`config.mk`:
```
export PLATFORM = sky130hd
export DESIGN_NAME = fetch
export DESIGN_NICKNAME = d
export VERILOG_FILES = /design/src/verilog/cpuPkg.sv /design/src/verilog/fetch.sv
export SDC_FILE = /design/constraint.sdc
export NUM_CORES = 1
export LEC_CHECK = 0
export BUFFER_PORTS_ARGS = -buffer_cell sky130_fd_sc_hd__clkbuf_2
export CAP_MARGIN = 20
export CORE_MARGIN = 1
export CORE_UTILIZATION = 41
export CTS_CLUSTER_SIZE = 25
export DETAILED_ROUTE_END_ITERATION = 10
export PLACE_DENSITY = 0.77
export SLEW_MARGIN = 20
export SYNTH_ARGS = -nofsm -noshare
export SYNTH_HDL_FRONTEND = slang
export SYNTH_SLANG_ARGS = --single-unit
```
`constraint.sdc`:
```
create_clock -name clk -period 1.5 [get_ports clk]
set_input_delay 0.075 -clock clk [delete_from_list [all_inputs] [get_ports clk]]
set_output_delay 0.075 -clock clk [all_outputs]
set_load 0.01 [all_outputs]
```
`src/verif/program.hex`:
```
// One instruction word in hex per line, starting at byte address 0
// Words 0-9 ALU block, 10-19 load/store block, 20 onwards branch block
A105 // LLB r1, 5
A2FD // LLB r2, -3
0312 // ADD r3, r1, r2
1431 // SUB r4, r3, r1
3541 // AND r5, r4, r1
2654 // XOR r6, r5, r4
0011 // ADD r0, r1, r1
0706 // ADD r7, r0, r6
A87F // LLB r8, 0x7f
2988 // XOR r9, r8, r8
AA10 // LLB r10, 0x10
93A0 // SW r3, 0(r10)
8BA0 // LW r11, 0(r10)
0CB1 // ADD r12, r11, r1
96A1 // SW r6, 2(r10)
8DA1 // LW r13, 2(r10)
9DA2 // SW r13, 4(r10)
8EA2 // LW r14, 4(r10)
A218 // LLB r2, 0x18
8F2C // LW r15, -8(r2)
1111 // SUB r1, r1, r1
C201 // B EQ +1, taken
A355 // LLB r3, skipped
0488 // ADD r4, r8, r8
C201 // B EQ +1, not taken
C601 // B LT +1, not taken
A580 // LLB r5, -128
0658 // ADD r6, r5, r8
C601 // B LT +1, taken
A366 // LLB r3, skipped
0444 // ADD r4, r4, r4 (loop)
CC01 // B OVF +1
CEFD // B always -3
E700 // PCS r7
C801 // B GE +1, not taken
CA01 // B LE +1, taken
A377 // LLB r3, skipped
2977 // XOR r9, r7, r7
C401 // B GT +1, not taken
C601 // B LT +1, taken
A388 // LLB r3, skipped
F000 // HLT
A399 // LLB r3, never commits

```
`src/verilog/cpuPkg.sv`:
```
package cpuPkg;

  ////////////////////////////////////////////////////////////
  // Widths and memory depths
  ////////////////////////////////////////////////////////////
  localparam int dataW     = 16;
  localparam int regCount  = 16;
  localparam int iMemWords = 256;
  localparam int dMemWords = 256;
  localparam int regIdxW   = $clog2(regCount);
  localparam int iAddrW    = $clog2(iMemWords);  // Word index into instruction memory
  localparam int dAddrW    = $clog2(dMemWords);

  typedef logic [dataW-1:0]   wordT;
  typedef logic [regIdxW-1:0] regIdxT;

  // Instruction formats, opcode always in [15:12]
  //   ALU    op rd rs rt
  //   LLB    op rd imm8       rd = sext(imm8)
  //   LW/SW  op rt rs off4    addr = rs + 2*sext(off4)
  //   B      op ccc off9      target = pc + 2 + 2*sext(off9)
  //   PCS    op rd xxxxxxxx   rd = pc + 2
  // An all-zero word is a bubble and does nothing
  typedef enum logic [3:0] {
    add   = 4'h0,
    sub   = 4'h1,
    xorOp = 4'h2,
    andOp = 4'h3,
    lw    = 4'h8,
    sw    = 4'h9,
    llb   = 4'hA,
    br    = 4'hC,
    pcs   = 4'hE,
    hlt   = 4'hF
  } opcodeT;

  typedef struct packed {
    logic z;
    logic n;
    logic v;
  } flagsT;

  ////////////////////////////////////////////////////////////
  // Control groups
  ////////////////////////////////////////////////////////////
  typedef struct packed {
    regIdxT srcA;
    regIdxT srcB;
    wordT   opA;     // Register values as read in decode
    wordT   opB;
    wordT   imm;
    opcodeT aluSel;
    logic   useImm;  // Operand B from imm
    logic   zEn;
    logic   nvEn;
  } exCtrlT;

  typedef struct packed {
    logic memEnable;
    logic memWrite;
  } memCtrlT;

  typedef struct packed {
    regIdxT dest;
    logic   regWrite;
    logic   memToReg;
    logic   pcs;
    logic   hlt;
  } wbCtrlT;

  ////////////////////////////////////////////////////////////
  // Stage payloads
  ////////////////////////////////////////////////////////////
  typedef struct packed {
    wordT instr;
    wordT pcNext;
  } ifIdT;

  typedef struct packed {
    exCtrlT  ex;
    memCtrlT mem;
    wbCtrlT  wb;
    wordT    pcNext;
  } idExT;

  typedef struct packed {
    wordT    result;     // ALU result, also the data address
    wordT    storeData;
    regIdxT  storeReg;
    memCtrlT mem;
    wbCtrlT  wb;
    wordT    pcNext;
  } exMemT;

  typedef struct packed {
    wordT   result;
    wordT   memData;
    wbCtrlT wb;
    wordT   pcNext;
  } memWbT;

endpackage

```
`src/verilog/fetch.sv`:
```
`timescale 1ns/1ps

module fetch (
  input  logic         clk,
  input  logic         rstN,
  input  logic         stall,
  input  logic         halted,    // HLT reached writeback
  input  logic         redirect,  // Taken branch from decode
  input  cpuPkg::wordT target,
  output cpuPkg::wordT pc,
  output cpuPkg::wordT pcNext,
  output cpuPkg::wordT instr
);

  cpuPkg::wordT iMem [cpuPkg::iMemWords];

  // Unused words hold HLT so a run off the program end stops cleanly
  initial begin
    for (int i = 0; i < cpuPkg::iMemWords; i++) begin
      iMem[i] = {cpuPkg::hlt, 12'h000};
    end
    $readmemh("/design/src/verif/program.hex", iMem);
  end

  assign pcNext = pc + 16'd2;
  assign instr  = iMem[pc[cpuPkg::iAddrW:1]];  // Byte address to word index

  always_ff @(posedge clk or negedge rstN) begin
    if (!rstN) begin
      pc <= '0;
    end else if (!(stall || halted)) begin
      pc <= redirect ? target : pcNext;  // Static not-taken, fix up on redirect
    end
  end

endmodule

```
==> summary.txt, run 1 <==
Placed design
  – Routability cong.: 0.821
  – Total placed cells including tap cells: 253
  – I/O Buffers: 52
  – DP Area: 0.00163 mm^2
  – Dpl hpwl: 2260 um

Worst setup path
  – CP startpoint kind: flip-flop
  – CP max stage delay: 0.41 ns
  – Critical setup path kind: flip-flop to output port
  – WP data arrival: 1.70 ns
  – Worst-path cell chain: ha_4 -> nand3_4 -> nor3_1 -> xor2_1 -> clkbuf_2
  – Setup crit end kind: output port
  – Req. time, crit path: 1.42 ns
  – Slowest CP cell: dfrtp_2
  – Crit-path max FO: 4

Floorplan
  – Starting Density: 43.0%
  – Die X: 58.6 um
  – Num ports: 69
  – Num rows: 20
  – Die Y: 58.6 um
  – Core ar.: 0.00305 mm^2
  – Total Die Area: 0.00343 mm^2

Run status
  – Failing checks: setup timing
  – Status: finished, violations left

Cells and area
  – Max reg flops: 16
  – Sequential cell area: 405 um^2
  – NumNets Final: 248
  – # diodes: 0
  – Regs by FF count: pc (16)
  – Largest Register: pc
  – Area of the multi-input gates: 881 um^2
  – Share of cells above drive strength 1: 51.6%
  – Filler cell count: 286
  – Synthesis-to-layout area growth: 44.4%
  – Fin cells: 269
  – Fin area: 0.00190 mm^2

Yosys
  – Gate Count Post-Synth: 150
  – Cell with the most instances after synthesis: buf_4
  – EDFF count, synth: 0
  – FFs w/ async S/R, synth: 100%
  – Yosys top cell area share: 30.5%
  – Library cells used by synthesis: 38
  – Register area share after synthesis: 30.5%
  – Mapped cell area: 0.00131 mm^2
  – Ys Warns: 0
  – Yosys top cell by area: dfrtp_1
  – Largest cells by area after synthesis: dfrtp_1 31%, buf_4 11%, xnor2_1 6.0%, clkbuf_8 4.2%, o21ai_0 3.8%
  – Leading post-synthesis cells by instance count: 19 x buf_4, 16 x dfrtp_1, 12 x nand2_1
  – Avg Inst Size Synth: 8.75 um^2
  – Synth Flop Type: dfrtp_1
  – Synthesis-stage register bit count: 16

STA
  – RSZ-0062 raised after global routing: yes
  – Clock Skew: 0.00899 ns
  – F_max: 563 MHz
  – Relative max-transition margin: 63.6%
  – Hold Vio Cnt, Final: 0
  – Final min period: 1.78 ns
  – Worst setup margin: -0.278 ns
  – Worst Tran Pin Value: 0.542 ns
  – Final Cycle Share: 119%
  – Final TNS setup: -1.98 ns
  – Hold Slack: 0.0104 ns
  – Final Setup Violations: 12
  – Max Slew Vio Count: 0

GRT
  – Largest net degree at the start of global routing: 24
  – Total global-route track usage: 19.0%
  – Vias in the first global route: 1136
  – Antenna violations before repair: 0
  – First-pass GRT wire length: 4960 um
  – Gr ovfl total: 0

Detailed routing
  – DRC violations left: 0
  – Antenna-violating nets left: 0
  – Vias/cell: 4.87
  – 1st-iter DRT viols: 39
  – Total Wirelength: 3290 um
  – First-pass iteration count of the detailed router: 4
  – Via count: 1309
  – Wirelength per Cell: 12.2 um

Clock tree
  – TritonCTS clock tree: yes
  – Total CTS buffers: 3
  – Clk root buf: clkbuf_4
  – Clock Latency Late Sink: 0.29 ns
  – H-tree levels: 1
  – Clock sinks: 16
  – Clock Path Buffers: 2
  – Worst-path clk slew: 0.10 ns

Job
  – Max_cap viols: 0

Min path
  – Hold/Removal Path Class: primary input to flip-flop

Power and ir drop
  – Total power: 1720 uW
  – PD cells: 908 mW/mm^2
  – Lkg Pwr: 0.000899 uW
  – VDD IR max: 0.000423 V
[critical path, delay by kind of cell, from the launching register on]
family / cells / cell delay (ns)
and+or+nand+nor: 2 / 0.48
DFF: 1 / 0.41
xor gates and xnor gates: 1 / 0.21
buffers and inverters: 1 / 0.16
adders and majority gates: 1 / 0.15
[per-layer routing]
layer  vias to the layer above  track usage (%)  part of all wire, %
li1                        654                -                    -
met1                       613             23.3                   45
met2                        40             34.2                   51
met3                         2             3.30                  3.2
met4                         0             5.44                 0.64
met5                         -                0                    0
[layout make-up]
| type | count | area share [%] |
|---|---|---|
| Multi-Input combinational cell | 118 | 46.5 |
| Timing Repair Buffer | 83 | 27.1 |
| Tap cell | 44 | 2.90 |
| Sequential cell | 16 | 21.4 |
| Inverter | 4 | 0.792 |
| Clock buffer | 4 | 1.39 |
[repair_timing]
item                                    4_1_cts  5_1_grt
endpoints found under the setup margin       11       18
pin swaps                                     4       10
hold buffers                                  2        0
cloned                                        0        0
buffers inserted                              4        6
hold endpoints to repair                     17        0
resized for setup                            11       24
[final timing paths]
path	to	depth (start not counted)	slack, ns	from
setup / recovery	pcNext[11]	5	-0.28	pc[2]
hold / removal	pc[0]	2	0.01	target[0]
setup reg to reg	pc[10]	8	-0.17	pc[2]
hold reg to reg	pc[0]	1	0.54	pc[0]
max in group asynchronous	pc[2]	2	0.92	rstN
min in group asynchronous	pc[5]	2	0.26	rstN
[metrics by stage]
step / setup slack [ns] / util, %
after global routing: -0.345 / 62.1
after global placement: 0.0376 / 53.4
after CTS: -0.259 / 57.9
after floorplan: -0.0475 / -
final: -0.278 / 62.1
after detailed placement: 0.0102 / 53.4
[power by group]
part           switching [uW]  internal, uW  total, uW
combinational             453           427        880
clock                     141           103        245
sequential               87.3           510        598
[kinds of logic after synthesis]
kind of cell | Yosys count | synth area share (%)
compound gates | 37 | 17.8
xor+xnor | 13 | 8.67
fa+ha+maj | 1 | 0.953
buf+inv | 30 | 17.1
flops | 16 | 30.5
mux | 4 | 3.15
other cells | 2 | 0.572
simple gates | 47 | 21.3
[layout by cell type (no fill, tap or decap), types with 2 or more instances in the layout]
cell	count
buf_2	7
and3_4	2
a21oi_1	8
a21oi_2	2
dfrtp_2	4
conb_1	16
nor2_1	5
nand3_1	5
nand3_4	4
o22ai_1	3
clkbuf_2	45
xor2_1	3
nand4_1	3
o21ai_0	10
mux2i_1	3
buf_4	25
nor4_2	2
buf_6	4
dlygate4sd3_1	2
a31oi_1	3
inv_1	3
xnor2_1	3
nand2_1	11
a2bb2oi_1	4
xnor2_2	6
dfrtp_1	12
clkbuf_4	3
nor3_1	5
Power figures use the tool's default switching activity.
==> run 2, diff against run 1 <==
--- a/config.mk
+++ b/config.mk
@@ -7,11 +7,13 @@
 export LEC_CHECK = 0
 export BUFFER_PORTS_ARGS = -buffer_cell sky130_fd_sc_hd__clkbuf_2
 export CAP_MARGIN = 20
+export CELL_PAD_IN_SITES_DETAIL_PLACEMENT = 2
+export CELL_PAD_IN_SITES_GLOBAL_PLACEMENT = 2
 export CORE_MARGIN = 1
-export CORE_UTILIZATION = 41
+export CORE_UTILIZATION = 22
 export CTS_CLUSTER_SIZE = 25
 export DETAILED_ROUTE_END_ITERATION = 10
-export PLACE_DENSITY = 0.77
+export PLACE_DENSITY_LB_ADDON = 0.1
 export SLEW_MARGIN = 20
 export SYNTH_ARGS = -nofsm -noshare
 export SYNTH_HDL_FRONTEND = slang
==> run 2 against run 1 <==
  * The flow still finishes with violations (setup timing)
  * Clock-buffer cell count stayed put
  * Register-to-register slack better by 0.06 ns
  * Sequential share of layout area is 1.7 points lower
  * Setup slack better by 0.067 ns
  * Critical path depth stayed put
  * Hold slack better by 0.053 ns
  * Core utilization is 26 points lower
  * Combinational power is 3.5% higher
  * Flip-flop and latch count stayed put
  * Critical endpoint is now pcNext[13]
  * Largest power group unchanged
==> summary.txt, run 2 (synthesis gave the netlist of run 1 again) <==
Run status
  – Status: finished, violations left (unchanged)
  – Failing checks: setup timing (unchanged)

STA
  – Final Setup Violations: 12 (unchanged)
  – Hold Slack: 0.0632 ns (was 0.0104 ns)
  – RSZ-0062 raised after global routing: yes (unchanged)
  – Worst setup margin: -0.211 ns (was -0.278 ns)
  – Max Slew Vio Count: 0 (unchanged)
  – Final min period: 1.71 ns (was 1.78 ns)
  – Hold Vio Cnt, Final: 0 (unchanged)
  – Clock Skew: 0.00105 ns (was 0.00899 ns)
  – Final Cycle Share: 114% (was 119%)
  – F_max: 584 MHz (was 563 MHz)
  – Final TNS setup: -1.33 ns (was -1.98 ns)

Cells and area
  – Area of the multi-input gates: 895 um^2 (was 881 um^2)
  – NumNets Final: 253 (was 248)
  – Sequential cell area: 404 um^2 (was 405 um^2)
  – # diodes: 0 (unchanged)
  – Fin cells: 302 (was 269)
  – Fin area: 0.00205 mm^2 (was 0.00190 mm^2)
  – Largest Register: pc (unchanged)
  – Regs by FF count: pc (16) (unchanged)
  – Commonest non-fill, non-tap cells in the layout: 41 x clkbuf_2, 24 x buf_4, 16 x conb_1 (was 45 x clkbuf_2, 25 x buf_4, 16 x conb_1)
  – Commonest non-fill, non-tap cell in the layout: clkbuf_2 (unchanged)
  – Max reg flops: 16 (unchanged)
  – Share of cells above drive strength 1: 52.2% (was 51.6%)
  – Synthesis-to-layout area growth: 56.2% (was 44.4%)
  – Filler cell count: 644 (was 286)

Worst setup path
  – Slowest CP cell: or4_4 (was dfrtp_2)
  – CP max stage delay: 0.46 ns (was 0.41 ns)
  – Critical path origin: pc[1] (was pc[2])
  – Req. time, crit path: 1.42 ns (about the same)
  – Crit-path max FO: 3 (was 4)
  – CP bufs+invs: 1 (unchanged)
  – R2R setup slack: -0.11 ns (was -0.17 ns)
  – CP startpoint kind: flip-flop (unchanged)
  – Crit-path leading delay family: simple AND/OR/NAND/NOR gates (unchanged)
  – Setup crit end kind: output port (unchanged)
  – Critical Path End: pcNext[13] (was pcNext[11])
  – FF-to-FF path depth: 6 (was 8)
  – Critical setup path kind: flip-flop to output port (unchanged)
  – WP data arrival: 1.64 ns (was 1.70 ns)
  – Reg2reg end: pc[13] (was pc[10])
  – WP depth: 5 (unchanged)
  – Worst-path cell chain: ha_4 -> nand3_4 -> or4_4 -> xnor2_2 -> buf_2 (was ha_4 -> nand3_4 -> nor3_1 -> xor2_1 -> clkbuf_2)
  – Reg2reg start: pc[1] (was pc[2])

Floorplan
  – Die Y: 79.2 um (was 58.6 um)
  – Starting Density: 23.3% (was 43.0%)
  – Num rows: 27 (was 20)
  – Die X: 79.2 um (was 58.6 um)
  – Core ar.: 0.00564 mm^2 (was 0.00305 mm^2)
  – Total Die Area: 0.00628 mm^2 (was 0.00343 mm^2)
  – Num ports: 69 (unchanged)

Power and ir drop
  – Pint: 1170 uW (was 1040 uW)
  – Sw Pwr: 752 uW (was 682 uW)
  – PD cells: 937 mW/mm^2 (was 908 mW/mm^2)
  – VDD IR max: 0.000278 V (was 0.000423 V)
  – Clock Power Share: 21.0% (was 14.2%)
  – Switching share of power: 39.2% (was 39.6%)
  – Lkg Pwr: 0.000968 uW (was 0.000899 uW)
  – Combinational power share: 47.4% (was 51.1%)
  – Reg power frac: 31.6% (was 34.7%)

Placed design
  – Total placed cells including tap cells: 283 (was 253)
  – I/O Buffers: 52 (unchanged)
  – DP Area: 0.00168 mm^2 (was 0.00163 mm^2)
  – Routability cong.: 0.691 (was 0.821)
  – Dpl hpwl: 3350 um (was 2260 um)

Clock tree
  – Worst-path clk slew: 0.07 ns (was 0.10 ns)
  – TritonCTS clock tree: yes (unchanged)
  – Clk root buf: clkbuf_8 (was clkbuf_4)
  – Clock Latency Late Sink: 0.25 ns (was 0.29 ns)
  – Clock sinks: 16 (unchanged)
  – H-tree levels: 1 (unchanged)
  – Clock Path Buffers: 2 (unchanged)
  – Total CTS buffers: 3 (unchanged)

GRT
  – First-pass GRT wire length: 7350 um (was 4960 um)
  – Total global-route track usage: 15.0% (was 19.0%)
  – Largest net degree at the start of global routing: 22 (was 24)
  – Antenna violations before repair: 0 (unchanged)
  – Gr ovfl total: 0 (unchanged)
  – Vias in the first global route: 1454 (was 1136)

Detailed routing
  – Antenna-violating nets left: 0 (unchanged)
  – First-pass iteration count of the detailed router: 4 (unchanged)
  – Vias/cell: 4.66 (was 4.87)
  – DRC violations left: 0 (unchanged)
  – Wirelength per Cell: 16.1 um (was 12.2 um)
  – Total Wirelength: 4850 um (was 3290 um)
  – Via count: 1408 (was 1309)
  – 1st-iter DRT viols: 37 (was 39)

Job
  – Max_cap viols: 0 (unchanged)

Min path
  – Hold/Removal Path Class: primary input to flip-flop (unchanged)
run 2: cell type report:
type | count | share of cell area (%)
Timing Repair Buffer | 88 | 28.9
Multi-Input combinational cell | 118 | 43.6
Inverter | 4 | 0.732
Sequential cell | 16 | 19.7
Clock buffer | 4 | 2.68
Tap cell | 72 | 4.39
run 2: routing by layer:
layer / vias to the layer above / global-route usage, % / wire length, um
met4: 0 / 4.36 / 89
met3: 4 / 1.03 / 172
li1: 663 / - / -
met1: 702 / 18.7 / 2010
met5: - / 0 / 0
met2: 39 / 27.5 / 2590
run 2: power by group through the flow:
stage	Clock, uW	Combinational [uW]	Sequential (uW)
2_1_floorplan	0	412	655
3_3_place_gp	0	771	596
3_5_place_dp	0	790	603
4_1_cts	422	862	603
5_1_grt	433	1000	616
6_report	403	911	607
run 2: worst min-delay path by stage:
| stage | from | end | slack, ns | cells after the start |
|---|---|---|---|---|
| after global routing | target[0] | pc[0] | 0.07 | 2 |
| after CTS | target[0] | pc[0] | 0.06 | 2 |
| after detailed placement | rstN | pc[10] | 0.06 | 1 |
| after global placement | rstN | pc[12] | 0.05 | 1 |
| final | target[1] | pc[1] | 0.06 | 3 |
| after floorplan | rstN | pc[0] | -0.22 | 0 |
run 2: worst reg2reg max path, cell delays in order, from the launching register on:
cell	delay [ns]
dfrtp_2	0.40
ha_4	0.16
nand3_4	0.08
or4_4	0.46
buf_4	0.16
a21oi_2	0.10
a2bb2oi_1	0.17
run 2: per-stage QoR:
stage | utilization [%] | worst slack, ns | total power [uW]
2_1_floorplan | - | -0.0475 | 1070
3_3_place_gp | 29.8 | 0.00914 | 1370
3_5_place_dp | 29.8 | -0.0198 | 1390
4_1_cts | 34.1 | -0.193 | 1890
5_1_grt | 36.3 | -0.262 | 2050
6_report | 36.3 | -0.211 | 1920
run 2: timing repair:
item / CTS / global route
endpoints found under the setup margin: 14 / 20
hold buffers: 1 / 0
pin swaps: 11 / 11
resized for setup: 16 / 31
endpoints found under the hold margin: 16 / 0
buffers inserted: 11 / 6
==> run 3, diff against run 2 <==
--- a/config.mk
+++ b/config.mk
@@ -13,7 +13,8 @@
 export CORE_UTILIZATION = 22
 export CTS_CLUSTER_SIZE = 25
 export DETAILED_ROUTE_END_ITERATION = 10
-export PLACE_DENSITY_LB_ADDON = 0.1
+export PLACE_DENSITY = 0.81
+export REMOVE_ABC_BUFFERS = 1
 export SLEW_MARGIN = 20
 export SYNTH_ARGS = -nofsm -noshare
 export SYNTH_HDL_FRONTEND = slang
==> run 3 against run 2 <==
  * The flow still finishes with violations (setup timing)
  * Combinational power up 7.4%
  * Clock-buffer cell count stayed put
  * Fmax shrank 3.4%
  * Setup slack worse by 0.060 ns
  * Sequential power shrank 1%
  * First-iteration DRC count decreased by 27%
  * Register-to-register slack lost 0.02 ns
  * Core utilization is 2.1 points higher
  * Flip-flop and latch count is the same
==> summary.txt, run 3 (synthesis gave the netlist of run 1 again) <==
GRT
  – Antenna violations before repair: 0 (unchanged)
  – Total global-route track usage: 16.8% (was 15.0%)
  – Largest net degree at the start of global routing: 22 (unchanged)
  – Vias in the first global route: 1525 (was 1454)
  – Gr ovfl total: 0 (unchanged)
  – First-pass GRT wire length: 7930 um (was 7350 um)

Floorplan
  – Num ports: 69 (unchanged)
  – Die X: 79.2 um (unchanged)
  – Starting Density: 23.3% (unchanged)
  – Core ar.: 0.00564 mm^2 (unchanged)
  – Die Y: 79.2 um (unchanged)
  – Total Die Area: 0.00628 mm^2 (unchanged)
  – Num rows: 27 (unchanged)

STA
  – Final TNS setup: -2.58 ns (was -1.33 ns)
  – F_max: 564 MHz (was 584 MHz)
  – Final Cycle Share: 118% (was 114%)
  – Hold Vio Cnt, Final: 0 (unchanged)
  – Final min period: 1.77 ns (was 1.71 ns)
  – RSZ-0062 raised after global routing: yes (unchanged)
  – Final Setup Violations: 16 (was 12)
  – Worst setup margin: -0.272 ns (was -0.211 ns)
  – Clock Skew: 0.00199 ns (was 0.00105 ns)
  – Max Slew Vio Count: 0 (unchanged)

Run status
  – Failing checks: setup timing (unchanged)
  – Status: finished, violations left (unchanged)

Detailed routing
  – Via count: 1435 (was 1408)
  – Total Wirelength: 5180 um (was 4850 um)
  – Antenna-violating nets left: 0 (unchanged)
  – Wirelength per Cell: 16.8 um (was 16.1 um)
  – First-pass iteration count of the detailed router: 4 (unchanged)
  – 1st-iter DRT viols: 27 (was 37)
  – Vias/cell: 4.66 (about the same)
  – DRC violations left: 0 (unchanged)

Worst setup path
  – Crit-path leading delay family: buffers and inverters (was simple AND/OR/NAND/NOR gates)
  – CP startpoint kind: flip-flop (unchanged)
  – WP data arrival: 1.70 ns (was 1.64 ns)
  – Slowest CP cell: dfrtp_1 (was or4_4)
  – Crit-path max FO: 5 (was 3)
  – CP max stage delay: 0.42 ns (was 0.46 ns)
  – Worst-path cell chain: buf_6 -> nand4_1 -> buf_4 -> nor2_4 -> xor2_2 -> buf_2 (was ha_4 -> nand3_4 -> or4_4 -> xnor2_2 -> buf_2)
  – Critical setup path kind: flip-flop to output port (unchanged)
  – Req. time, crit path: 1.42 ns (about the same)
  – Setup crit end kind: output port (unchanged)
  – CP bufs+invs: 3 (was 1)

Power and ir drop
  – Sw Pwr: 798 uW (was 752 uW)
  – Total power: 2000 uW (was 1920 uW)
  – Combinational power share: 49.0% (was 47.4%)
  – Lkg Pwr: 0.00102 uW (was 0.000968 uW)
  – VDD IR max: 0.000447 V (was 0.000278 V)
  – Clock Power Share: 21.0% (about the same)
  – Switching share of power: 40.0% (was 39.2%)
  – Pint: 1200 uW (was 1170 uW)
  – PD cells: 921 mW/mm^2 (was 937 mW/mm^2)
  – Reg power frac: 30.0% (was 31.6%)

Cells and area
  – Share of cells above drive strength 1: 57.6% (was 52.2%)
  – # diodes: 0 (unchanged)
  – Max reg flops: 16 (unchanged)
  – Commonest non-fill, non-tap cell in the layout: clkbuf_2 (unchanged)
  – Synthesis-to-layout area growth: 65.2% (was 56.2%)
  – Largest Register: pc (unchanged)
  – Regs by FF count: pc (16) (unchanged)
  – Fin cells: 308 (was 302)
  – Commonest non-fill, non-tap cells in the layout: 42 x clkbuf_2, 26 x buf_4, 16 x conb_1 (was 41 x clkbuf_2, 24 x buf_4, 16 x conb_1)
  – NumNets Final: 259 (was 253)

Min path
  – Hold/Removal Path Class: primary input to flip-flop (unchanged)

Clock tree
  – Clk root buf: clkbuf_8 (unchanged)
  – H-tree levels: 1 (unchanged)
  – Clock sinks: 16 (unchanged)
  – TritonCTS clock tree: yes (unchanged)
  – Worst-path clk slew: 0.07 ns (about the same)
  – Total CTS buffers: 3 (unchanged)
  – Clock Path Buffers: 2 (unchanged)
  – Clock Latency Late Sink: 0.27 ns (was 0.25 ns)

Job
  – Max_cap viols: 0 (unchanged)

Placed design
  – Setup slack at placement: -0.165 ns (was -0.0198 ns)
  – Routability cong.: 0.733 (was 0.691)
  – Dpl hpwl: 3560 um (was 3350 um)
  – Total placed cells including tap cells: 285 (was 283)
  – I/O Buffers: 52 (unchanged)
[run 3: power groups by stage]
stage | combinational [uW] | clock [uW] | sequential (uW)
6_report | 978 | 418 | 599
5_1_grt | 1070 | 441 | 610
4_1_cts | 871 | 429 | 595
3_5_place_dp | 785 | 0 | 598
3_3_place_gp | 754 | 0 | 586
2_1_floorplan | 288 | 0 | 677
[run 3: timing repair]
item,CTS,global route
gates resized for setup,22,47
buffers inserted,8,10
endpoints found under the setup margin,16,22
hold buffers,1,0
pin swaps,9,21
endpoints found under the hold margin,16,0
[run 3: area by class of cell]
type	instances	area, um^2
fillers	648	3470
multi-input cells	118	970
repair buffers	94	634
flip-flops and latches	16	404
well taps	72	90.1
clock buffers	4	55.1
inverters	4	15.0
[run 3: tightest hold or removal path: cells and delay by family]
kind	cells	cell delay, ns
buffers and inverters	1	0.08
AND/OR/NAND/NOR	2	0.12
[run 3: path summary, 6_finish.rpt]
kind	from	to	slack, ns	cells after the start
worst min register to register	pc[15]	pc[15]	0.57	2
worst max register to register	pc[2]	pc[13]	-0.13	6
max in group asynchronous	rstN	pc[14]	0.83	2
min in group asynchronous	rstN	pc[7]	0.31	2
worst max-delay path	pc[2]	pcNext[8]	-0.27	6
worst min-delay path	target[1]	pc[1]	0.04	3
[run 3: metrics by stage]
stage,instance area [um^2],util (%),hold WS [ns]
after global placement,1680,29.8,0.0315
after floorplan,1160,-,-0.221
final,2170,38.4,0.0423
after global routing,2170,38.4,0.0567
after CTS,1920,34.1,0.0555
after detailed placement,1680,29.8,0.0563
[run 3: routing by layer]
| layer | share of wire, % | track usage (%) |
|---|---|---|
| met5 | 0 | 0 |
| met4 | 1.6 | 3.82 |
| met3 | 4.3 | 2.87 |
| met2 | 54 | 31.8 |
| met1 | 40 | 19.4 |
